[src/common/ee_settings.svh]
`ifndef EE_SETTINGS_SVH
`define EE_SETTINGS_SVH

`define EE_ADDR_W         11
`define EE_TAG_W          3
`define EE_FIFO_DEPTH     4
`define EE_QUARTER_CYCLES 2
`define EE_DEV_CODE       4'b1010

// op + tag + address + data
`define EE_CMD_W          (1 + `EE_TAG_W + `EE_ADDR_W + 8)

`endif

[src/common/ee_cmd_pkg.sv]
// request-level types, shared from host capture to completion
package ee_cmd_pkg;

    // request kind, packed as the top bit of a queue word
    typedef enum logic [0:0]
    {
        OP_WRITE = 1'b0,
        OP_READ  = 1'b1
    } cmd_op_t;

    // direction bit of the control byte follows the op encoding
    localparam logic DIR_WRITE = 1'b0;
    localparam logic DIR_READ  = 1'b1;

endpackage

[src/rtl/ee_req_capture.sv]
`timescale 1ns/1ps
`include "ee_settings.svh"

module ee_req_capture import ee_cmd_pkg::*;
(
    input  logic                  CLK,
    input  logic                  RESET,
    input  logic                  wr,
    input  logic                  rd,
    input  logic [`EE_ADDR_W-1:0] addr,
    input  logic [7:0]            wdata,
    input  logic                  fifo_full,
    output logic                  fifo_push,
    output logic [`EE_CMD_W-1:0]  fifo_wdata,
    output logic                  req_drop
);

    logic                 strobe;
    logic                 accept;
    cmd_op_t              req_op;
    logic [`EE_TAG_W-1:0] tag;

    assign strobe = wr | rd;
    assign accept = strobe & ~fifo_full;
    assign req_op = wr ? OP_WRITE : OP_READ; // wr wins, rd dropped silently

    always_ff @(posedge CLK)
    begin
        if (RESET)
        begin
            fifo_push <= 1'b0;
            req_drop  <= 1'b0;
            tag       <= '0;
        end
        else
        begin
            fifo_push <= accept;
            req_drop  <= strobe & fifo_full;
            if (accept)
                tag <= tag + 1'b1; // wraps mod 8
        end
    end

    always_ff @(posedge CLK)
    begin
        if (strobe)
            fifo_wdata <= {req_op, tag, addr, wdata};
    end

endmodule

[config.mk]
export PLATFORM = sky130hd
export DESIGN_NAME = ee_req_capture
export DESIGN_NICKNAME = d
export VERILOG_FILES = /design/src/common/ee_cmd_pkg.sv /design/src/rtl/ee_req_capture.sv
export VERILOG_INCLUDE_DIRS = /design/src /design/src/common
export SDC_FILE = /design/constraint.sdc
export NUM_CORES = 1
export LEC_CHECK = 0
export CAP_MARGIN = 10
export CORE_UTILIZATION = 51
export DETAILED_ROUTE_END_ITERATION = 16
export DONT_BUFFER_PORTS = 1
export PLACE_DENSITY = 0.72
export SYNTH_ARGS = -nofsm -noshare
export SYNTH_HDL_FRONTEND = slang
export SYNTH_SLANG_ARGS = --single-unit
[constraint.sdc]
create_clock -name CLK -period 1.2 [get_ports CLK]
set_input_delay 0.06 -clock CLK [delete_from_list [all_inputs] [get_ports CLK]]
set_output_delay 0.06 -clock CLK [all_outputs]
set_load 0.05 [all_outputs]
; Yosys cells after proc, flatten, opt, wreduce, memory -nomap -nowiden
; Index checks and enable logic that the tools add are counted.
; W data, S select, Z words.
[word_totals]
register_bits = 28
latch_bits = 0
mem_bits_rw = 0
romBits = 0
inputBits = 24
output_inout_bits = 25
n_memories = 0
[classes]
add_sub_neg = 1
mul = 0
n_div = 0
order_cmp = 0
eq_ne = 0
shifts = 0
muxes = 1
bitwise = 4
n_reduce_logical = 0
[ops]
columns = operator, n
row1 = $add A3 B1 Y3 const B, 1
row2 = $and A1 B1 Y1, 2
row3 = $mux W1, 1
row4 = $not A1 Y1, 1
row5 = $or A1 B1 Y1, 1

; Depth between registers and ports, before layout
[logic_depth]
depth_word = 2
ltp_mapped = 4
mapped_depth_nobuf = 4

; Worst setup path before layout
; No wires, ideal clock.
[synth_path]
kind = register -> register
start = reg tag[0]
end = reg tag[2]
setup_time_ps = 70
arrival_ps = 962
required_ps = 1130
path_slack_ps = 168
stages_incl_launch_ff = 5
n_path_buf = 0
period_less_slack_ps = 1032
cell_sequence = dfxtp_1 > ha_1 > inv_1 > or3_1 > a21oi_1
[synth_between]
elab_chain_cells = 1
[synth_lines]
columns = element, line
row1 = from (decl), ee_req_capture.sv:21  ; logic [`EE_TAG_W-1:0] tag;
row2 = from (signal assigned), ee_req_capture.sv:40  ; tag <= tag + 1'b1;
row3 = $add A3 B1 Y3, ee_req_capture.sv:40
; Every way passes these cells.
; A chain may end at the register's enable or synchronous reset.

; Worst setup path in the final report
; Ends and elaborated chain as after synthesis.

==> metrics.cfg <==
[timing]
skew_ps = 7.755
finalCritPeriodShare_pct = 90.97
drv_slew = 0
rsz0062_at_grt = no
timing.final.crit_period_ps = 1092
finalSetupViolCount = 0
holdWs_ps = 361.8
hold_viol = 0
max-slew-margin-rel_pct = 64.87
tightest_slew_ps = 527.0
setup_ws_ps = 108.4
fin_setup_tns_ps = 0
max_freq_mhz = 916.1

[status]
status = finished, violations left
violations = design-rule violations

[critical_path]
cp_data_required_time_ps = 1450
critPathKind = flip-flop to flip-flop
worstPathCellList = ha_1 > inv_1 > or3_1 > a21oi_1
end_kind = flip-flop
cp_data_arrival_time_ps = 1340
slowest_delay_ps = 380
startpoint_type = flip-flop
cp_max_fo = 3
critPathSlowestCell = dfxtp_2

[power]
leakage_nw = 0.4391
power_density_mw_per_mm2 = 1645
vdd_ir_drop_max_mv = 1.016

[clocking]
root_buffer = clkbuf_4
post_cts_buffers = 0
clk_path_buf_depth = 2
clkLatencyLatePin_ps = 310
cts_tree = done
cts_sinks = 28
htree_levels = 1
cts_buffers = 3
cts.clk_slew.worst_paths_ps = 140

[logic_synthesis]
yosys_warnings = 0
yosysSeqAreaShare_pct = 88.64
synth_adder_area_share_pct = 1.403
synth.mux.area_fraction_pct = 1.122
synth-seq-cells = 28
avgSynthCellArea_um2 = 21.24
mappedNetlistArea_um2 = 892.1
synthSimpleGateAreaFrac_pct = 3.787
yosys.area.top_type_share_pct = 77.42
synth-xor-area-share_pct = 0.9818
postSynthCellCount = 42
syn_nets = 67
synth-compound-area-share_pct = 3.226
synth_top_area_cell = edfxtp_1
synth_top_family_by_area = simple AND/OR/NAND/NOR gates
synth_cell_type_count = 13
synth_area_leaders = edfxtp_1 77%, dfxtp_1 11%, o21bai_4 2.1%

[hold_path]
hp-class = primary input to flip-flop

[detailed_routing]
drt_iter0_markers = 16
drc = 6
dr.max_layer_used = met3
wl_um = 1442
met1_length_um = 560
dr_wl_met3_um = 143
num_vias = 454
ant_nets = 0
routedWlPerCell_um = 16.96
first_pass_iters = 9
avgViaCountPerCell = 5.341
dr_wl_met2_um = 738

[placement]
dpl_worst_slack_ps = 81.16
io_buffers = 0
hpwlAfterDp_um = 864.1
dpl_cell_area_um2 = 912.1
gp_congestion = 0.6126

[die]
die_w_um = 43.83
fp.dieH_um = 43.83
die_area_mm2 = 0.001921
initial_utilization_pct = 56.59
row_count = 14
core_area_mm2 = 0.001577
io_pins = 49

[final_layout]
fin_util_pct = 74.21
nNetsFinal = 95
multiInputGateArea_um2 = 93.84
diodes = 0
fill_cells = 107
area_growth_pct = 31.14
layout.area.seq_um2 = 792.0
drive_gt1_share_pct = 10.14
final_cell_area_mm2 = 0.001170

[global_routing]
grt_pass1_wl_um = 2014
grt_pass1_vias = 422
grt_max_degree = 25
track_usage_pct = 15.82
grt_overflow = 0
antenna_found_initial = 0

[run]
maxCapViolations = 0

[layer usage]
metal / vias to the layer above / global-route usage, %
met4: 0 / 7.500
met3: 0 / 5.417
met1: 211 / 16.05
li1: 211 / -
met5: - / 0
met2: 32 / 28.66
[sequential cells by signal, indices dropped and copies added, names as in the netlist]
signal	cells
fifo_wdata	23
tag	3
fifo_push	1
req_drop	1
[where the power goes]
| group | switching [W] | total [W] | internal, W |
|---|---|---|---|
| combinational | 0.0000408 | 0.000106 | 0.0000649 |
| clock | 0.000243 | 0.000372 | 0.000130 |
| sequential | 0.000299 | 0.00145 | 0.00115 |
[final cells by class]
| class | instances | share of cell area (%) |
|---|---|---|
| Timing Repair Buffer | 23 | 19.68 |
| Multi-Input combinational cell | 12 | 8.021 |
| Tap cell | 16 | 1.711 |
| Sequential cell | 28 | 67.70 |
| Inverter | 2 | 0.6417 |
| Clock buffer | 4 | 2.246 |
[logic make-up after synthesis]
| kind of cell | after synthesis |
|---|---|
| adders and majority gates | 1 |
| xor gates and xnor gates | 1 |
| AOI/OAI and AO/OA | 3 |
| and+or+nand+nor | 6 |
| buffers and inverters | 2 |
| muxes | 1 |
| DFF | 28 |
[Yosys cell counts]
library cell,n
mux2i_1,1
or2_2,1
or3_1,1
nor2_1,3
o21ai_0,1
inv_1,2
ha_1,1
dfxtp_1,5
o21bai_4,1
xor2_1,1
a21oi_1,1
and3b_2,1
edfxtp_1,23
[cell usage in the layout (no fill, tap or decap)]
cell type      count
edfxtp_1          23
dlygate4sd3_1     23
dfxtp_1            4
nor2_1             3
clkbuf_4           3
inv_1              2
or2_2              1
o21bai_4           1
mux2i_1            1
xor2_1             1
and3b_2            1
o21ai_0            1
or3_1              1
a21oi_1            1
ha_1               1
clkbuf_1           1
dfxtp_2            1
[metrics by stage]
step           total power, W  instances
6_report             0.001925         85
5_1_grt              0.001989         85
4_1_cts              0.001921         85
3_5_place_dp         0.001510         58
3_3_place_gp         0.001503         58
2_1_floorplan        0.001491         42
[timing repair]
item / 4_1_cts / 5_1_grt
hold buffers: 23 / 0
endpoints found under the setup margin: 0 / 1
gates resized for setup: 0 / 1
endpoints found under the hold margin: 25 / 0
[final timing paths]
path            from        endpoint  slack (ps)  depth (start not counted)
max reg2reg   tag[0]          tag[2]         110                          4
min          addr[7]  fifo_wdata[15]         360                          1
max           tag[0]          tag[2]         110                          4
min reg2reg   tag[2]  fifo_wdata[21]         470                          0
[worst max-delay path, delay by kind of cell, from the launching register on]
family | cells | cell delay, ps
DFF | 1 | 380
and+or+nand+nor | 1 | 330
adders and majority gates | 1 | 150
AOI/OAI and AO/OA | 1 | 130
buffers and inverters | 1 | 50
Note: power is estimated with default switching activity, not from simulation.
