`config.mk`:
```
export PLATFORM = sky130hd
export DESIGN_NAME = ee_bit_shifter
export DESIGN_NICKNAME = d
export VERILOG_FILES = /design/src/common/ee_bus_pkg.sv /design/src/ee_serial_engine/ee_bit_shifter.sv
export VERILOG_INCLUDE_DIRS = /design/src /design/src/common
export SDC_FILE = /design/constraint.sdc
export NUM_CORES = 1
export LEC_CHECK = 0
export BUFFER_PORTS_ARGS = -buffer_cell sky130_fd_sc_hd__buf_2
export CAP_MARGIN = 40
export CORE_MARGIN = 3
export CORE_UTILIZATION = 55
export CTS_CLUSTER_SIZE = 16
export DETAILED_ROUTE_END_ITERATION = 16
export GPL_ROUTABILITY_DRIVEN = 0
export HOLD_SLACK_MARGIN = 0.06
export PLACE_DENSITY = 0.88
export SYNTH_ARGS = -nofsm -noshare
export SYNTH_HDL_FRONTEND = slang
export SYNTH_SLANG_ARGS = --single-unit
```
`constraint.sdc`:
```
create_clock -name CLK -period 4.7 [get_ports CLK]
set_input_delay 1.41 -clock CLK [delete_from_list [all_inputs] [get_ports CLK]]
set_output_delay 1.41 -clock CLK [all_outputs]
set_load 0.05 [all_outputs]
```
`src/common/ee_settings.svh`:
```
`ifndef EE_SETTINGS_SVH
`define EE_SETTINGS_SVH

`define EE_ADDR_W         11
`define EE_TAG_W          3
`define EE_FIFO_DEPTH     4
`define EE_QUARTER_CYCLES 2
`define EE_DEV_CODE       4'b1010

// op + tag + address + data
`define EE_CMD_W          (1 + `EE_TAG_W + `EE_ADDR_W + 8)

`endif

```
`src/common/ee_bus_pkg.sv`:
```
// two-wire bus side: engine states and shifter operations
package ee_bus_pkg;

    typedef enum logic [3:0]
    {
        ST_IDLE    = 4'd0,
        ST_START   = 4'd1,
        ST_CTRL_WR = 4'd2,
        ST_ADDR_WR = 4'd3,
        ST_DATA_WR = 4'd4,
        ST_RESTART = 4'd5,
        ST_CTRL_RD = 4'd6,
        ST_DATA_RD = 4'd7,
        ST_STOP    = 4'd8,
        ST_DONE    = 4'd9
    } eng_state_t;

    typedef enum logic [1:0]
    {
        SH_START = 2'd0,
        SH_STOP  = 2'd1,
        SH_TX    = 2'd2,
        SH_RX    = 2'd3
    } sh_op_t;

endpackage

```
`src/ee_serial_engine/ee_bit_shifter.sv`:
```
`timescale 1ns/1ps
`include "ee_settings.svh"

module ee_bit_shifter import ee_bus_pkg::*;
(
    input  logic       CLK,
    input  logic       RESET,
    input  logic       go,
    input  sh_op_t     op,
    input  logic [7:0] txbyte,
    input  logic       rx_nack,
    input  logic       sda_in,
    output logic       done,
    output logic [7:0] rxbyte,
    output logic       ack_seen,
    output logic       SCL,
    output logic       sda_low
);

    localparam int QC    = `EE_QUARTER_CYCLES;
    localparam int DIV_W = (QC > 1) ? $clog2(QC) : 1;

    logic             busy;
    logic [DIV_W-1:0] div;
    logic             tick;
    logic [1:0]       qtr;
    logic [3:0]       bit_cnt;
    logic [3:0]       last_bit;
    logic             at_end;
    sh_op_t           op_r;
    logic [7:0]       tx_r;
    logic             rx_nack_r;

    sh_op_t     cur_op;
    logic [7:0] cur_tx;
    logic       cur_nack;
    logic [1:0] nxt_qtr;
    logic [3:0] nxt_bit;
    logic [2:0] tx_idx;
    logic       scl_nx;
    logic       sdl_nx;

    assign tick     = busy && (div == DIV_W'(QC - 1));
    assign last_bit = (op_r == SH_TX || op_r == SH_RX) ? 4'd8 : 4'd0; // 8 data + ack
    assign at_end   = (qtr == 2'd3) && (bit_cnt == last_bit);

    // pin levels for the quarter being entered
    always_comb
    begin
        cur_op   = go ? op : op_r;
        cur_tx   = go ? txbyte : tx_r;
        cur_nack = go ? rx_nack : rx_nack_r;
        nxt_qtr  = go ? 2'd0 : qtr + 2'd1;
        nxt_bit  = go ? 4'd0 : ((qtr == 2'd3) ? bit_cnt + 4'd1 : bit_cnt);
        tx_idx   = 3'd7 - nxt_bit[2:0]; // msb first
        scl_nx   = SCL;
        sdl_nx   = sda_low;
        case (cur_op)
            SH_START:
                case (nxt_qtr)
                    2'd0: sdl_nx = 1'b0;
                    2'd1: scl_nx = 1'b1;
                    2'd2: sdl_nx = 1'b1; // sda falls, scl high
                    default: scl_nx = 1'b0;
                endcase
            SH_STOP:
                case (nxt_qtr)
                    2'd0:
                    begin
                        scl_nx = 1'b0;
                        sdl_nx = 1'b1;
                    end
                    2'd1: scl_nx = 1'b1;
                    2'd2: sdl_nx = 1'b0; // sda rises, scl high
                    default: ;
                endcase
            default:
                case (nxt_qtr)
                    2'd0:
                    begin
                        scl_nx = 1'b0;
                        if (nxt_bit == 4'd8)
                            sdl_nx = (cur_op == SH_RX) && !cur_nack;
                        else
                            sdl_nx = (cur_op == SH_TX) && !cur_tx[tx_idx];
                    end
                    2'd1, 2'd2: scl_nx = 1'b1;
                    default: scl_nx = 1'b0;
                endcase
        endcase
    end

    always_ff @(posedge CLK)
    begin
        if (RESET)
        begin
            busy    <= 1'b0;
            done    <= 1'b0;
            div     <= '0;
            SCL     <= 1'b1;
            sda_low <= 1'b0;
        end
        else
        begin
            done <= 1'b0;
            if (busy)
                div <= tick ? '0 : div + 1'b1;
            if (go)
            begin
                busy      <= 1'b1;
                div       <= '0;
                qtr       <= nxt_qtr;
                bit_cnt   <= nxt_bit;
                op_r      <= op;
                tx_r      <= txbyte;
                rx_nack_r <= rx_nack;
                SCL       <= scl_nx;
                sda_low   <= sdl_nx;
            end
            else if (tick)
            begin
                if (at_end)
                begin
                    busy <= 1'b0; // pins stay at their last quarter
                    done <= 1'b1;
                end
                else
                begin
                    qtr     <= nxt_qtr;
                    bit_cnt <= nxt_bit;
                    SCL     <= scl_nx;
                    sda_low <= sdl_nx;
                end
            end
        end
    end

    // sample at mid-high, end of quarter 1
    always_ff @(posedge CLK)
    begin
        if (tick && qtr == 2'd1)
        begin
            if (op_r == SH_TX && bit_cnt == 4'd8)
                ack_seen <= !sda_in;
            else if (op_r == SH_RX && bit_cnt < 4'd8)
                rxbyte <= {rxbyte[6:0], sda_in};
        end
    end

endmodule

```
# After elaboration in Yosys (flattened, before gate mapping)
# Cells that the tools add are included.
# totals
reg_bits,31
in_bits,15
wordCells,93
# op_classes
addsub,4
order_cmp,2
n_eq_ne,13
n_mux,35
n_bitwise,3
n_reduce_logical,24
# op_table
cell,n
$mux 4,6
$mux 1,16
$eq 2x2->1 const B,6
$pmux 1 s2,6
$mux 2,5
$eq 4x4->1 const B,2
$mux 8,1
$logic_and 1x1->1,7
$eq 2x1->1 const B,3
$reduce_and 2->1,3
$reduce_and 3->1,2
$reduce_or 2->1,3
$add 4x1->4 const B,1
$eq 4x4->1,1
$logic_not 2->1,2
$lt 3x4->1 const B,1
$lt 4x4->1 const B,1
$reduce_bool 2->1,2
$bmux 1 s3,1
$logic_not 1->1,3
$not 1->1,3
$reduce_or 3->1,1
$sub 3x3->3 const A,1
$add 2x1->2 const B,1
3 further kinds,3

# Depth between registers and ports, before layout
# depth
word_depth,14
ltp_mapped,10
depth_no_buf,9

# Worst setup path after synthesis
# Ideal clock, no wire load.
# synth_timing
path_type,input to register
startpoint,input port go
endpoint,register sda_low
t_arrival_ns,3.065
required_ns,4.621
path_slack_ns,1.556
stages,9
n_path_buf,3
path_cell_list,clkbuf_8 -> buf_2 -> clkbuf_1 -> or2_2 -> ha_1 -> nand3b_1 -> a2bb2oi_1 -> or3_1 -> o211ai_1
# synth_between
elab_chain_cells,12
word_cells_on_any_way,30
cone_classes,add/sub (1); eq/ne (6); mux (15); reduce/logical (8)
# synth_lines
element,line,source
from (decl),ee_bit_shifter.sv:8,"input logic go,"
$mux 4,ee_bit_shifter.sv:54,nxt_bit = go ? 4'd0 : ((qtr == 2'd3) ? bit_cnt + 4'd1 : bit_cnt);
$sub 3x3->3,ee_bit_shifter.sv:55,tx_idx = 3'd7 - nxt_bit[2:0];
$bmux 1 s3,ee_bit_shifter.sv:85,sdl_nx = (cur_op == SH_TX) && !cur_tx[tx_idx];
$mux 1 (implied by the code),ee_bit_shifter.sv:85,
$logic_not 1->1,ee_bit_shifter.sv:85,
$logic_and 1x1->1,ee_bit_shifter.sv:85,
$mux 1,ee_bit_shifter.sv:82,if (nxt_bit == 4'd8)
$mux 1,ee_bit_shifter.sv:78,case (nxt_qtr)
$pmux 1 s2,ee_bit_shifter.sv:58,case (cur_op)
$mux 1,ee_bit_shifter.sv:122,if (at_end)
$mux 1,ee_bit_shifter.sv:120,else if (tick)
$mux 1,ee_bit_shifter.sv:108,if (go)
to (signal assigned),ee_bit_shifter.sv:118,sda_low <= sdl_nx;
to (signal assigned),ee_bit_shifter.sv:132,sda_low <= sdl_nx;
to (decl),ee_bit_shifter.sv:17,output logic sda_low
# Several ways; a longest one is shown, not always the timed one. The select of a mux whose other input is x is not followed.
# A chain may end at the register's enable or synchronous reset.

# Worst setup path after layout
# layout_timing
startpoint,input port go
endpoint,register sda_low
# layout_between
word_cells_on_any_way,30
cone_classes,add/sub (1); eq/ne (6); mux (15); reduce/logical (8)
# layout_rtl
element,line,source
$mux 2 (*),ee_bit_shifter.sv:53,nxt_qtr = go ? 2'd0 : qtr + 2'd1;
net nxt_qtr[0],ee_bit_shifter.sv:37,logic [1:0] nxt_qtr;
$eq 2x2->1 / $logic_not 2->1 (equally long branches),"ee_bit_shifter.sv:60, ee_bit_shifter.sv:67, ee_bit_shifter.sv:78",
$pmux 1 s2 (tied with other cells),ee_bit_shifter.sv:67,case (nxt_qtr)
$pmux 1 s2 (*),ee_bit_shifter.sv:58,
$mux 1,ee_bit_shifter.sv:122,
$mux 1,ee_bit_shifter.sv:120,
$mux 1 (*),ee_bit_shifter.sv:108,
# Mark *: on every way through the listed nets, which the timed path passes. The rest lies on a longest branch. The select of a mux whose other input is x is not followed.

==> flow_summary.json <==
{
  "drt_iter0_drc": 36,
  "core_area_mm2": 0.002781,
  "clkLatencyLatePin_ps": 330,
  "die_w_um": 60.13,
  "worst_r2r_path_depth": 6,
  "grt_pass1_vias": 1142,
  "h-tree-depth": 2,
  "p_per_area_mw_per_mm2": 336.1,
  "final_hold_viol_count": 0,
  "num-nets-final": 184,
  "muxShareOfSynthArea_pct": 7.842,
  "post_cts_resized": 0,
  "met3WireLength_um": 220,
  "setup_ws_ps": 1750,
  "postSynthCellCount": 132,
  "vias": 1140,
  "numCtsBuffers": 5,
  "setup-violations-final": 0,
  "final_antenna_net_count": 0,
  "drive_above_1_share_pct": 31.90,
  "synth_ff_type": "edfxtp_1",
  "min_period_ps": 2950,
  "synth_seq_area_share_pct": 54.66,
  "synth_warnings": 0,
  "antenna_found_initial": 0,
  "clkSinkCount": 31,
  "grt_max_degree": 27,
  "finClkSkew_ps": 9.304,
  "crit_required_ps": 4950,
  "synthSimpleGateAreaFrac_pct": 11.49,
  "wl_met2_mm": 1.659,
  "dp_hpwl_mm": 2.361,
  "rsz0062_at_grt": "false",
  "synth_xor_area_share_pct": 3.183,
  "synth_top_family_by_area": "compound AO/OA/AOI/OAI gates",
  "end_kind": "register",
  "remaining_drc_errors": 0,
  "syn-num-nets": 154,
  "place_ws_ps": 1452,
  "post_synth_fa_ha_maj_area_fraction_pct": 5.435,
  "synth_top_area_share_pct": 48.45,
  "peakVddDrop_v": 0.0003044,
  "die_h_um": 60.13,
  "cts_root_buf": "clkbuf_4",
  "wl_met1_mm": 1.233,
  "hp-class": "reg2reg",
  "cts_tree": "done",
  "ios": 27,
  "highest_layer": "met4",
  "grt.total_usage_pct": 19.65,
  "final_max_slew_viol_count": 0,
  "synth_area_leader_cell": "edfxtp_1",
  "grt.overflow.total": 0,
  "finalPower_uw": 616.9,
  "ys_top_cells_by_count": "edfxtp_1 (26), inv_1 (12), nor2_1 (11), mux2_2 (9), ha_1 (7)",
  "drt_first_pass_iters": 4,
  "viasPerCell": 5.876,
  "clkTransAtPathRegs_ps": 100,
  "timing.fmax_mhz": 339.0,
  "wl_mm": 3.156,
  "p_leak_nw": 0.7420,
  "postCtsHoldBufs": 0,
  "synth_area_leaders": "edfxtp_1 (48%), mux2_2 (6.3%), dfxtp_1 (6.2%)",
  "fill_cells": 207,
  "rows": 19,
  "die_area_mm2": 0.003616,
  "tns_ps": 0,
  "post_cts_buffers": 0,
  "syn_area_mm2": 0.001612,
  "grt_pass1_wl_mm": 5.106,
  "avgSynthCellArea_um2": 12.21,
  "post-route-period-util_pct": 62.76,
  "wl_per_cell_um": 16.27,
  "synth-edff-count": 26,
  "portBuffers": 26,
  "slew_headroom_pct": 63.25,
  "crit_arrival_ps": 3200,
  "ys_ff_latch": 31,
  "diodes": 0,
  "min_delay_path_depth": 0,
  "synth_compound_area_share_pct": 12.11,
  "path_class": "in2reg",
  "r2r_setup_slack_ps": 2430,
  "clockBufferDepth": 2,
  "cp-start-kind": "primary input",
  "initial_utilization_pct": 57.94,
  "synth_cell_types": 42,
  "worst_slew_pin_slew_ps": 535.9,
  "async_reset_ff_share_pct": 0,
  "synth_most_common_cell": "edfxtp_1",
  "maxCapViolations": 0,
  "status": "finished, final reports clean",
  "area_growth_pct": 13.90,
  "cp_max_fo": 26
}
layout make-up:
class | count | area, µm² | area share, %
Sequential cell | 31 | 880.8 | 47.99
Multi-Input combinational cell | 84 | 645.6 | 35.17
Timing Repair Buffer | 27 | 135.1 | 7.362
Clock buffer | 6 | 51.30 | 2.795
Inverter | 13 | 48.80 | 2.658
Tap cell | 31 | 38.79 | 2.113
Clock inverter | 2 | 35.03 | 1.909
registers in the layout (all words and copies together) (netlist names):
| register | count |
|---|---|
| rxbyte | 8 |
| tx_r | 8 |
| bit_cnt | 4 |
| op_r | 2 |
| qtr | 2 |
| SCL | 1 |
| ack_seen | 1 |
| busy | 1 |
| div | 1 |
| done | 1 |
| rx_nack_r | 1 |
| sda_low | 1 |
logic make-up after synthesis:
logic type | count (synthesis)
AND/OR/NAND/NOR | 34
adder cells (fa/ha/maj) | 7
multiplexers | 11
buffers and inverters | 17
flip-flops | 31
XOR/XNOR | 5
AO/OA/AOI/OAI | 27
per-stage QoR:
stage / area (µm²) / cells / hold WS (ps) / utilization [%]
6_report: 1836 / 194 / 445.1 / 65.99
5_1_grt: 1836 / 194 / 481.5 / 65.99
3_5_place_dp: 1749 / 186 / 436.6 / 62.89
4_1_cts: 1836 / 194 / 449.1 / 65.99
2_1_floorplan: 1612 / 132 / 471.2 / -
3_3_place_gp: 1744 / 185 / 431.1 / 62.71
layer usage:
metal / vias up / global-route usage (%)
li1: 552 / -
met5: - / 0
met1: 541 / 22.10
met2: 42 / 34.88
met4: 0 / 6.646
met3: 5 / 6.048
path summary, 6_finish.rpt:
kind                             endpoint       from
worst min-delay path            rxbyte[1]  rxbyte[0]
worst min register to register  rxbyte[1]  rxbyte[0]
worst max-delay path              sda_low         go
worst max register to register    sda_low     qtr[0]
cells in the final DEF, fill, tap and decap left out, types with 2 or more instances in the layout:
master    instances
a21oi_1           6
buf_2            27
clkbuf_4          5
dfxtp_1           5
edfxtp_1         26
ha_1              7
inv_1            12
mux2_2            9
nand2_1           5
nand4_1           3
nor2_1           11
nor3_1            2
nor4b_1           2
o211ai_1          6
o21ai_0           5
o221ai_1          2
xnor2_1           3
worst max-delay path, cell delays in order:
cell and delay, ps:
buf_2 400, nor2_1 220, inv_1 140, ha_1 240, nand3b_1 100, a2bb2oi_1 160
or3_1 360, o211ai_1 170
power breakdown:
| group | total (mW) | switching [mW] | internal (mW) |
|---|---|---|---|
| combinational | 0.0815 | 0.0478 | 0.0337 |
| clock | 0.215 | 0.0892 | 0.126 |
| sequential | 0.321 | 0.00858 | 0.312 |
No activity file was read; power rests on OpenSTA's default activity.
