### src/common/ee_settings.svh
`ifndef EE_SETTINGS_SVH
`define EE_SETTINGS_SVH

`define EE_ADDR_W         11
`define EE_TAG_W          3
`define EE_FIFO_DEPTH     4
`define EE_QUARTER_CYCLES 2
`define EE_DEV_CODE       4'b1010

// op + tag + address + data
`define EE_CMD_W          (1 + `EE_TAG_W + `EE_ADDR_W + 8)

`endif

### src/common/ee_cmd_pkg.sv
// request-level types, shared from host capture to completion
package ee_cmd_pkg;

    // request kind, packed as the top bit of a queue word
    typedef enum logic [0:0]
    {
        OP_WRITE = 1'b0,
        OP_READ  = 1'b1
    } cmd_op_t;

    // direction bit of the control byte follows the op encoding
    localparam logic DIR_WRITE = 1'b0;
    localparam logic DIR_READ  = 1'b1;

endpackage

### src/common/ee_bus_pkg.sv
// two-wire bus side: engine states and shifter operations
package ee_bus_pkg;

    typedef enum logic [3:0]
    {
        ST_IDLE    = 4'd0,
        ST_START   = 4'd1,
        ST_CTRL_WR = 4'd2,
        ST_ADDR_WR = 4'd3,
        ST_DATA_WR = 4'd4,
        ST_RESTART = 4'd5,
        ST_CTRL_RD = 4'd6,
        ST_DATA_RD = 4'd7,
        ST_STOP    = 4'd8,
        ST_DONE    = 4'd9
    } eng_state_t;

    typedef enum logic [1:0]
    {
        SH_START = 2'd0,
        SH_STOP  = 2'd1,
        SH_TX    = 2'd2,
        SH_RX    = 2'd3
    } sh_op_t;

endpackage

### src/ee_serial_engine/ee_serial_engine.sv
`timescale 1ns/1ps
`include "ee_settings.svh"

module ee_serial_engine import ee_cmd_pkg::*, ee_bus_pkg::*;
(
    input  logic                 CLK,
    input  logic                 RESET,
    input  logic [`EE_CMD_W-1:0] fifo_rdata,
    input  logic                 fifo_empty,
    output logic                 fifo_pop,
    output logic                 sh_go,
    output sh_op_t               sh_op,
    output logic [7:0]           sh_txbyte,
    output logic                 sh_rx_nack,
    input  logic                 sh_done,
    input  logic [7:0]           sh_rxbyte,
    input  logic                 sh_ack_seen,
    output logic                 done,
    output logic [`EE_TAG_W-1:0] done_tag,
    output cmd_op_t              done_op,
    output logic [7:0]           rd_data,
    output logic                 nack
);

    // queue word layout {op, tag, addr, data}
    localparam int ADDR_LSB = 8;
    localparam int TAG_LSB  = 8 + `EE_ADDR_W;
    localparam int OP_BIT   = `EE_CMD_W - 1;

    eng_state_t            state;
    cmd_op_t               op_r;
    logic [`EE_TAG_W-1:0]  tag_r;
    logic [`EE_ADDR_W-1:0] addr_r;
    logic [7:0]            data_r;
    logic [7:0]            rx_r;
    logic                  nack_r;
    logic [2:0]            blk;

    assign blk      = addr_r[`EE_ADDR_W-1 -: 3];
    assign fifo_pop = (state == ST_IDLE) && !fifo_empty;

    // one shifter command, go is cleared again by the default below
    task launch(input sh_op_t o, input logic [7:0] b);
        begin
            sh_go      <= 1'b1;
            sh_op      <= o;
            sh_txbyte  <= b;
            sh_rx_nack <= (o == SH_RX); // single-byte read always ends in nack
        end
    endtask

    always_ff @(posedge CLK)
    begin
        if (RESET)
        begin
            state <= ST_IDLE;
            sh_go <= 1'b0;
            done  <= 1'b0;
        end
        else
        begin
            sh_go <= 1'b0;
            done  <= 1'b0;
            case (state)
                ST_IDLE:
                    if (!fifo_empty)
                    begin
                        op_r   <= cmd_op_t'(fifo_rdata[OP_BIT]);
                        tag_r  <= fifo_rdata[TAG_LSB +: `EE_TAG_W];
                        addr_r <= fifo_rdata[ADDR_LSB +: `EE_ADDR_W];
                        data_r <= fifo_rdata[7:0];
                        nack_r <= 1'b0;
                        launch(SH_START, 8'h00);
                        state  <= ST_START;
                    end
                ST_START:
                    if (sh_done)
                    begin
                        launch(SH_TX, {`EE_DEV_CODE, blk, DIR_WRITE});
                        state <= ST_CTRL_WR;
                    end
                ST_CTRL_WR:
                    if (sh_done)
                    begin
                        if (!sh_ack_seen)
                        begin
                            nack_r <= 1'b1;
                            launch(SH_STOP, 8'h00);
                            state  <= ST_STOP;
                        end
                        else
                        begin
                            launch(SH_TX, addr_r[7:0]);
                            state <= ST_ADDR_WR;
                        end
                    end
                ST_ADDR_WR:
                    if (sh_done)
                    begin
                        if (!sh_ack_seen)
                        begin
                            nack_r <= 1'b1;
                            launch(SH_STOP, 8'h00);
                            state  <= ST_STOP;
                        end
                        else if (op_r == OP_WRITE)
                        begin
                            launch(SH_TX, data_r);
                            state <= ST_DATA_WR;
                        end
                        else
                        begin
                            launch(SH_START, 8'h00); // repeated start
                            state <= ST_RESTART;
                        end
                    end
                ST_DATA_WR:
                    if (sh_done)
                    begin
                        nack_r <= !sh_ack_seen;
                        launch(SH_STOP, 8'h00);
                        state  <= ST_STOP;
                    end
                ST_RESTART:
                    if (sh_done)
                    begin
                        launch(SH_TX, {`EE_DEV_CODE, blk, DIR_READ});
                        state <= ST_CTRL_RD;
                    end
                ST_CTRL_RD:
                    if (sh_done)
                    begin
                        if (!sh_ack_seen)
                        begin
                            nack_r <= 1'b1;
                            launch(SH_STOP, 8'h00);
                            state  <= ST_STOP;
                        end
                        else
                        begin
                            launch(SH_RX, 8'h00);
                            state <= ST_DATA_RD;
                        end
                    end
                ST_DATA_RD:
                    if (sh_done)
                    begin
                        rx_r  <= sh_rxbyte;
                        launch(SH_STOP, 8'h00);
                        state <= ST_STOP;
                    end
                ST_STOP:
                    if (sh_done)
                    begin
                        // completion outputs change only here
                        done     <= 1'b1;
                        done_tag <= tag_r;
                        done_op  <= op_r;
                        rd_data  <= rx_r;
                        nack     <= nack_r;
                        state    <= ST_DONE;
                    end
                ST_DONE:
                    state <= ST_IDLE;
                default:
                    state <= ST_IDLE;
            endcase
        end
    end

endmodule

### config.mk
export PLATFORM = sky130hd
export DESIGN_NAME = ee_serial_engine
export DESIGN_NICKNAME = d
export VERILOG_FILES = /design/src/common/ee_cmd_pkg.sv /design/src/common/ee_bus_pkg.sv /design/src/ee_serial_engine/ee_serial_engine.sv
export VERILOG_INCLUDE_DIRS = /design/src /design/src/common
export SDC_FILE = /design/constraint.sdc
export NUM_CORES = 1
export LEC_CHECK = 0
export BUFFER_PORTS_ARGS = -buffer_cell sky130_fd_sc_hd__buf_2
export CAP_MARGIN = 0
export CORE_ASPECT_RATIO = 1.1
export CORE_MARGIN = 2
export CORE_UTILIZATION = 55
export CTS_BUF_LIST = sky130_fd_sc_hd__clkbuf_8
export DETAILED_ROUTE_END_ITERATION = 16
export PLACE_DENSITY_LB_ADDON = 0.15
export SLEW_MARGIN = 20
export SYNTH_ARGS = -nofsm -noshare
export SYNTH_HDL_FRONTEND = slang
export SYNTH_SLANG_ARGS = --single-unit
export TNS_END_PERCENT = 30
### constraint.sdc
create_clock -name CLK -period 5.4 [get_ports CLK]
set_input_delay 0.27 -clock CLK [delete_from_list [all_inputs] [get_ports CLK]]
set_output_delay 0.27 -clock CLK [all_outputs]
set_load 0.005 [all_outputs]
Word-level counts from Yosys, hierarchy flattened
Index checks and enable logic that the tools add are counted.
- register bits: 62
- logic and storage cells: 110
- bits of input ports: 36
- output and inout bits: 27
- reductions and logical operators: 23
- bitwise operators: 3
- muxes and demuxes: 46
- eq/ne operators: 22
- operator list (operator ; number):
    8-bit 2-to-1 mux ; 9
    8-bit case mux with 6 select lines ; 1
    4-bit 2-to-1 mux ; 11
    4-bit case mux with 8 select lines ; 1
    8-bit AND reduction ; 3
    2-bit 2-to-1 mux ; 10
    2-bit != test, second input constant ; 9
    4-bit by 3-bit == test with 1-bit output, second input constant ; 4
    2-bit case mux with 6 select lines ; 1
    6-bit nonzero test ; 2
    1-bit 2-to-1 mux ; 10
    2-bit by 1-bit != test with 1-bit output, second input constant ; 5
    3-bit AND reduction ; 3
    4-bit by 2-bit == test with 1-bit output, second input constant ; 2
    7-bit OR reduction ; 1
    1-bit case mux with 3 select lines ; 2
    6-bit AND reduction ; 1
    3-bit nonzero test ; 2
    2-bit OR reduction ; 3
    3-bit OR reduction ; 2
    6-bit OR reduction ; 1
    5-bit AND reduction ; 1
    4-bit by 1-bit == test with 1-bit output, second input constant ; 1
    4-bit == test, second input constant ; 1
    5 further kinds ; 8

Longest topological paths before layout
Gate-level depths: netlist of the first run.
- word-level depth: 4
- depth in mapped cells: 5
- depth with buffers taken out: 3

Worst setup path after synthesis of the first run
OpenSTA, ideal clock, no wires.
- path type: reg-to-reg
- from: register state[1]
- to: register addr_r[0], enable pin
- setup time: 0.461 ns
- slack: 1.894 ns
- clock period less this slack: 3.506 ns
- arrival: 3.045 ns
- required time: 4.939 ns
- buffers on the path: 1
- stages on the path, launching flop included: 4
- cell sequence: dfxtp_1 > buf_6 > or3_4 > nor4_1
- word-level cells in the longest chain between the ends: 2
- ends and longest elaborated chain (item ; line ; text):
    start, declared ; ee_serial_engine.sv:30 ; eng_state_t state;
    start signal, assigned ; ee_serial_engine.sv:56 ; state <= ST_IDLE;
    start signal, assigned ; ee_serial_engine.sv:74 ; state <= ST_START;
    start signal, assigned ; ee_serial_engine.sv:80 ; state <= ST_CTRL_WR;
    4-bit zero test ; ee_serial_engine.sv:64 ; case (state)
    3-bit AND reduction (no line) ; -- ;
    end signal, assigned ; ee_serial_engine.sv:70 ; addr_r <= fifo_rdata[ADDR_LSB +: `EE_ADDR_W];
    end, declared ; ee_serial_engine.sv:33 ; logic [`EE_ADDR_W-1:0] addr_r;
No other way between the ends.
A chain may end at the register's enable or synchronous reset.

Worst setup path in the final report of the first run
- from: register state[0]
- to: register sh_txbyte[3], enable pin
- word-level cells in the longest chain between the ends: 4
- elaborated cells between the ends (all ways): 17
- classes of those cells: eq/ne (13); reduce/logical (4)
- ends and longest elaborated chain (item ; line ; text):
    4-bit by 3-bit == test with 1-bit output ; ee_serial_engine.sv:64 ;
    3-bit OR reduction (no line) ; -- ;
    6-bit nonzero test (no line) / 2-bit by 1-bit != test with 1-bit output (equally long branches) ; -- ;
    8-bit AND reduction (no line) (*) ; -- ;
    end, declared ; ee_serial_engine.sv:13 ; output logic [7:0] sh_txbyte,
Every way passes the cells marked *; elsewhere a longest branch is shown, timed or not.

==> impl_metrics.py, run 1 <==
metrics = {
    "pwr": {
        "p_total_mw": 1.11,
        "p_clk_share_pct": 41.0,
        "p_switching_mw": 0.239,
        "p_per_area_nw_per_um2": 373,
        "vdd_drop_max_mv": 0.286,
        "p_leak_nw": 1.11,
        "internal_power_mw": 0.867,
        "combPwrFrac_pct": 7.5,
        "switching_share_pct": 21.6,
        "p_seq_share_pct": 51.6,
    },
    "layout": {
        "fillers": 306,
        "nets": 247,
        "final_util_pct": 69.7,
        "stdcell_count": 270,
        "design_area_um2": 2970,
        "drive_gt1_share_pct": 41.2,
        "area_growth_syn_to_layout_pct": 24.1,
        "diodes": 0,
    },
    "setup_path": {
        "critical_path_class": "flip-flop to flip-flop",
        "critPathLaunchType": "flip-flop",
        "cp-end-kind": "flip-flop",
        "crit_arrival_ns": 2.43,
        "worstPathMaxFanout": 20,
        "required_ns": 5.36,
    },
    "timing": {
        "finalCritPeriodShare_pct": 45.8,
        "slew_headroom_pct": 28.7,
        "drv_slew": 0,
        "worst_slack_ns": 2.93,
        "hold_viol_final": 0,
        "hold_ws_ns": 0.0999,
        "setup_viol": 0,
        "worstMarginPinSlew_ns": 1.07,
        "rsz0062_at_grt": "false",
        "setup_tns_ns": 0,
        "clock.fmax_mhz": 405,
        "fin_worst_skew_ns": 0.0106,
        "min_period_ns": 2.47,
    },
    "cts": {
        "cts_buffers": 9,
        "clkTransAtPathRegs_ns": 0.07,
        "root_buffer": "clkbuf_8",
        "htreeDepth": 3,
        "clk_path_buf_depth": 2,
        "insertion_delay_ns": 0.34,
        "clock_sinks": 62,
        "ctsHoldBuffers": 0,
        "cts_resized": 0,
        "tritoncts": "yes",
        "cts_setup_buffers": 0,
    },
    "logic_synthesis": {
        "ys_warn_count": 0,
        "syn_area_per_cell_um2": 16.3,
        "synth_top_cell_by_area": "edfxtp_1",
        "synth_common_cells": "56 x edfxtp_1, 6 x dfxtp_1, 6 x nand2_1, 6 x o21ai_0, 5 x a221o_1",
        "synthAdderAreaFrac_pct": 0,
        "synth_compound_area_share_pct": 11.7,
        "synthMuxAreaShare_pct": 0,
        "synth_simple_gate_area_share_pct": 9.63,
        "ys_ff_latch": 62,
        "synth_xor_area_share_pct": 0.366,
        "yosys-top-cells-area": "edfxtp_1 70%, dfxtp_1 5.0%, a221o_1 2.1%",
        "seq_area_frac_synth_pct": 75.4,
        "synthDistinctLibCells": 39,
        "syn-num-nets": 183,
        "synth_edf_count": 56,
        "syn_inst": 147,
        "ys.flop_type": "edfxtp_1",
        "synth_top_family_by_area": "compound AO/OA/AOI/OAI gates",
        "synth_top_area_share_pct": 70.3,
        "synth_area_um2": 2390,
        "synthMostInstantiatedCell": "edfxtp_1",
        "async_flop_share_pct": 0,
    },
    "place": {
        "dpl_cell_area_um2": 2730,
        "place_hpwl_mm": 2.91,
        "place_congestion": 0.856,
        "dp_cells": 254,
        "port_buffers": 62,
        "preCtsSetupSlack_ns": 2.97,
    },
    "min_path": {
        "hp-class": "input pin to flip-flop",
    },
    "route": {
        "drt_iter0_drc": 109,
        "vias": 1470,
        "vias_per_cell": 5.44,
        "dr.pass1.iters": 4,
        "routed_wl_mm": 4.14,
        "drtAntennaViolNets": 0,
        "wl_per_cell_um": 15.3,
        "drcViolationCount": 0,
    },
    "floorplanning": {
        "dieArea_um2": 4890,
        "ios": 63,
        "die_h_um": 73.2,
        "core_um2": 4250,
        "die_w_um": 66.9,
        "rows": 25,
        "initial_core_util_pct": 56.2,
    },
    "global_routing": {
        "grt_pass1_wl_mm": 6.50,
        "grt_pass1_vias": 1390,
        "antenna_found_initial": 0,
        "grt_max_degree": 22,
        "overflow": 0,
        "grt_util_all_layers_pct": 19.5,
    },
    "status": {
        "status": "finished clean",
    },
    "flow_run": {
        "maxCapViolCount": 0,
    },
}
-- path summary, 6_finish.rpt --
| check | start | to | slack [ns] | cells after the start |
|---|---|---|---|---|
| worst min register to register | rx_r[3]$_DFFE_PP_ | rd_data[3]$_DFFE_PP_ | 0.43 | 0 |
| worst max-delay path | state[0]$_SDFFE_PP0P_ | sh_txbyte[3]$_DFFE_PP_ | 2.93 | 3 |
| worst min-delay path | fifo_rdata[21] | tag_r[2]$_DFFE_PP_ | 0.1 | 1 |
| worst max register to register | state[0]$_SDFFE_PP0P_ | sh_txbyte[3]$_DFFE_PP_ | 2.93 | 3 |
-- power by group through the flow --
stage	clock network [mW]	logic (mW)	registers (mW)
6_report	0.453	0.0827	0.570
4_1_cts	0.464	0.0832	0.570
3_3_place_gp	0	0.0791	0.579
3_5_place_dp	0	0.0826	0.580
2_1_floorplan	0	0.0569	0.570
5_1_grt	0.484	0.0920	0.573
-- registers in the layout (all words and copies together) (netlist names), 2 cells and up --
register and cells:
sh_txbyte 8, rx_r 8, done_tag 3, data_r 8, tag_r 3, sh_op 2, rd_data 8, state 4
addr_r 11
-- metal layers --
metal	up-vias	GRT usage [%]	routed length (um)
met1	682	21.2	1570
li1	711	-	-
met3	7	7.56	312
met5	-	0	0
met4	0	12.2	93
met2	70	31.8	2160
-- worst max-delay path, cell delays in order (launching register included) --
cell and delay, ns:
dfxtp_1 0.52, nor3_4 0.42, nor2_1 0.17, a2111oi_2 0.97
-- cells by family after synthesis --
kind of cell           Yosys count
buffers and inverters           14
XOR/XNOR                         1
AND/OR/NAND/NOR                 35
flip-flops                      62
AO/OA/AOI/OAI                   35
-- cell type report --
type	instances	area, um^2	share of cell area [%]
multi-input cells	71	533	18.0
flip-flops and latches	62	1800	60.7
well taps	54	67.6	2.28
clock inverters	6	93.8	3.16
inverters	4	15.0	0.506
repair buffers	63	318	10.7
clock buffers	10	138	4.64
-- placed cells by master (no fill, tap or decap), types with 3 or more instances in the layout --
cell type / count
a21oi_1: 3
clkbuf_8: 10
nand2_1: 6
and2_1: 3
dfxtp_1: 6
nor2_1: 3
a2111oi_0: 3
inv_1: 4
edfxtp_1: 56
a221o_1: 5
o21ai_0: 6
nand2b_1: 4
buf_2: 62
nor2b_1: 3
a211oi_1: 4
a21o_1: 3
Power figures use the tool's default switching activity.
==> run 2: changes to the inputs <==
--- a/config.mk
+++ b/config.mk
@@ -10,7 +10,7 @@
 export CAP_MARGIN = 0
 export CORE_ASPECT_RATIO = 1.1
 export CORE_MARGIN = 2
-export CORE_UTILIZATION = 55
+export CORE_UTILIZATION = 49
 export CTS_BUF_LIST = sky130_fd_sc_hd__clkbuf_8
 export DETAILED_ROUTE_END_ITERATION = 16
 export PLACE_DENSITY_LB_ADDON = 0.15
==> constraint.sdc (replaced) <==
create_clock -name CLK -period 2.2 [get_ports CLK]
set_input_delay 0.11 -clock CLK [delete_from_list [all_inputs] [get_ports CLK]]
set_output_delay 0.11 -clock CLK [all_outputs]
set_load 0.005 [all_outputs]
==> impl_metrics.py, run 2 (same netlist as run 1, synthesis figures left out) <==
metrics = {
    "status": {
        "status": "finished clean",
    },
    "cts": {
        "root_buffer": "clkbuf_8",
        "insertion_delay_ns": 0.33,
        "clk_path_buf_depth": 2,
        "cts_resized": 0,
        "cts_buffers": 9,
        "clkTransAtPathRegs_ns": 0.06,
        "clock_sinks": 62,
        "ctsHoldBuffers": 31,
        "htreeDepth": 3,
        "cts_setup_buffers": 0,
        "tritoncts": "yes",
    },
    "place": {
        "preCtsSetupSlack_ns": 0.290,
        "port_buffers": 62,
        "place_congestion": 0.810,
        "dp_cells": 264,
        "dpl_cell_area_um2": 2800,
        "place_hpwl_mm": 3.11,
    },
    "timing": {
        "fin_worst_skew_ns": 0.00379,
        "hold_viol_final": 0,
        "drv_slew": 0,
        "slew_headroom_pct": 57.9,
        "clock.fmax_mhz": 513,
        "setup_viol": 0,
        "rsz0062_at_grt": "false",
        "worst_slack_ns": 0.252,
        "min_period_ns": 1.95,
        "finalCritPeriodShare_pct": 88.5,
        "worstMarginPinSlew_ns": 0.630,
    },
    "global_routing": {
        "overflow": 0,
        "grt_pass1_vias": 1596,
        "grt_max_degree": 24,
        "grt_pass1_wl_mm": 7.48,
        "antenna_found_initial": 0,
        "grt_util_all_layers_pct": 18.9,
    },
    "floorplanning": {
        "die_h_um": 77.3,
        "initial_core_util_pct": 51.0,
        "ios": 63,
        "dieArea_um2": 5460,
        "rows": 26,
        "die_w_um": 70.6,
        "core_um2": 4680,
    },
    "setup_path": {
        "cp-end-kind": "flip-flop",
        "crit_arrival_ns": 2.00,
        "critical_path_class": "flip-flop to flip-flop",
        "worstPathMaxFanout": 18,
        "critPathLaunchType": "flip-flop",
        "required_ns": 2.25,
    },
    "layout": {
        "layout_commonest_cell": "buf_2",
        "stdcell_count": 311,
        "area_growth_syn_to_layout_pct": 39.6,
        "multi_input_area_um2": 539,
        "layout_common_cells": "62 x buf_2, 56 x edfxtp_1, 31 x dlygate4sd3_1",
        "largest_reg_flops": 11,
        "drive_gt1_share_pct": 37.3,
        "design_area_um2": 3340,
        "diodes": 0,
        "regMostFlops": "addr_r",
        "final_util_pct": 71.3,
        "fillers": 314,
        "nets": 286,
        "regArea_um2": 1800,
    },
    "route": {
        "drcViolationCount": 0,
        "wl_met2_mm": 2.58,
        "routed_wl_mm": 4.84,
        "vias": 1641,
        "route.met3.wl_um": 303,
        "dr.pass1.iters": 6,
        "drt_iter0_drc": 99,
        "highest_layer": "met4",
        "wl_met1_mm": 1.85,
        "drtAntennaViolNets": 0,
        "vias_per_cell": 5.28,
        "wl_per_cell_um": 15.6,
    },
    "flow_run": {
        "maxCapViolCount": 0,
    },
    "pwr": {
        "p_per_area_nw_per_um2": 824,
        "p_leak_nw": 1.28,
        "vdd_drop_max_mv": 0.520,
        "p_total_mw": 2.75,
    },
    "min_path": {
        "hp-class": "input pin to flip-flop",
    },
}
## run 2: cell types whose count changed in the layout (fill, tap and decap cells not counted), sizes merged
cell         delta
dlygate4sd3    +31
buf             +8
clkinvlp        +2
clkinv          -2
## run 2: path summary, 6_finish.rpt
check | start | end | slack (ns) | depth (start not counted)
hold reg to reg | rx_r[2]$_DFFE_PP_ | rd_data[2]$_DFFE_PP_ | 0.42 | 0
setup / recovery | state[1]$_SDFFE_PP0P_ | sh_op[1]$_DFFE_PP_ | 0.25 | 4
hold / removal | fifo_empty | sh_go$_SDFF_PP0_ | 0.12 | 2
setup reg to reg | state[1]$_SDFFE_PP0P_ | sh_op[1]$_DFFE_PP_ | 0.25 | 4
## run 2: cell type report
type	count	share of cell area, %
clock buffers	10	4.12
clock inverters	6	2.59
inverters	4	0.450
multi-input cells	71	16.2
flip-flops and latches	62	54.0
well taps	56	2.10
repair buffers	102	20.6
## run 2: stage by stage
| step | hold WS [ns] | setup TNS (ns) |
|---|---|---|
| 3_3_place_gp | 0.286 | 0 |
| 5_1_grt | 0.108 | 0 |
| 3_5_place_dp | 0.288 | 0 |
| 4_1_cts | 0.105 | 0 |
| 6_report | 0.124 | 0 |
| 2_1_floorplan | 0.209 | -0.939 |
## run 2: routing by layer
layer,track usage (%),up-vias
met3,7.75,10
met2,32.8,61
met1,19.3,785
met5,0,-
met4,9.43,0
li1,-,785
## run 2: critical path, cell delays in order (launching register included)
cell,delay (ns)
dfxtp_1,0.51
nor3_4,0.41
nor2_1,0.16
a2111oi_0,0.41
buf_4,0.19
## run 2: power breakdown
part / leakage (nW) / switching, mW / internal [mW]
Combinational: 0.608 / 0.133 / 0.145
Sequential: 0.567 / 0.0311 / 1.36
Clock: 0.106 / 0.422 / 0.664
Total: 1.28 / 0.586 / 2.16
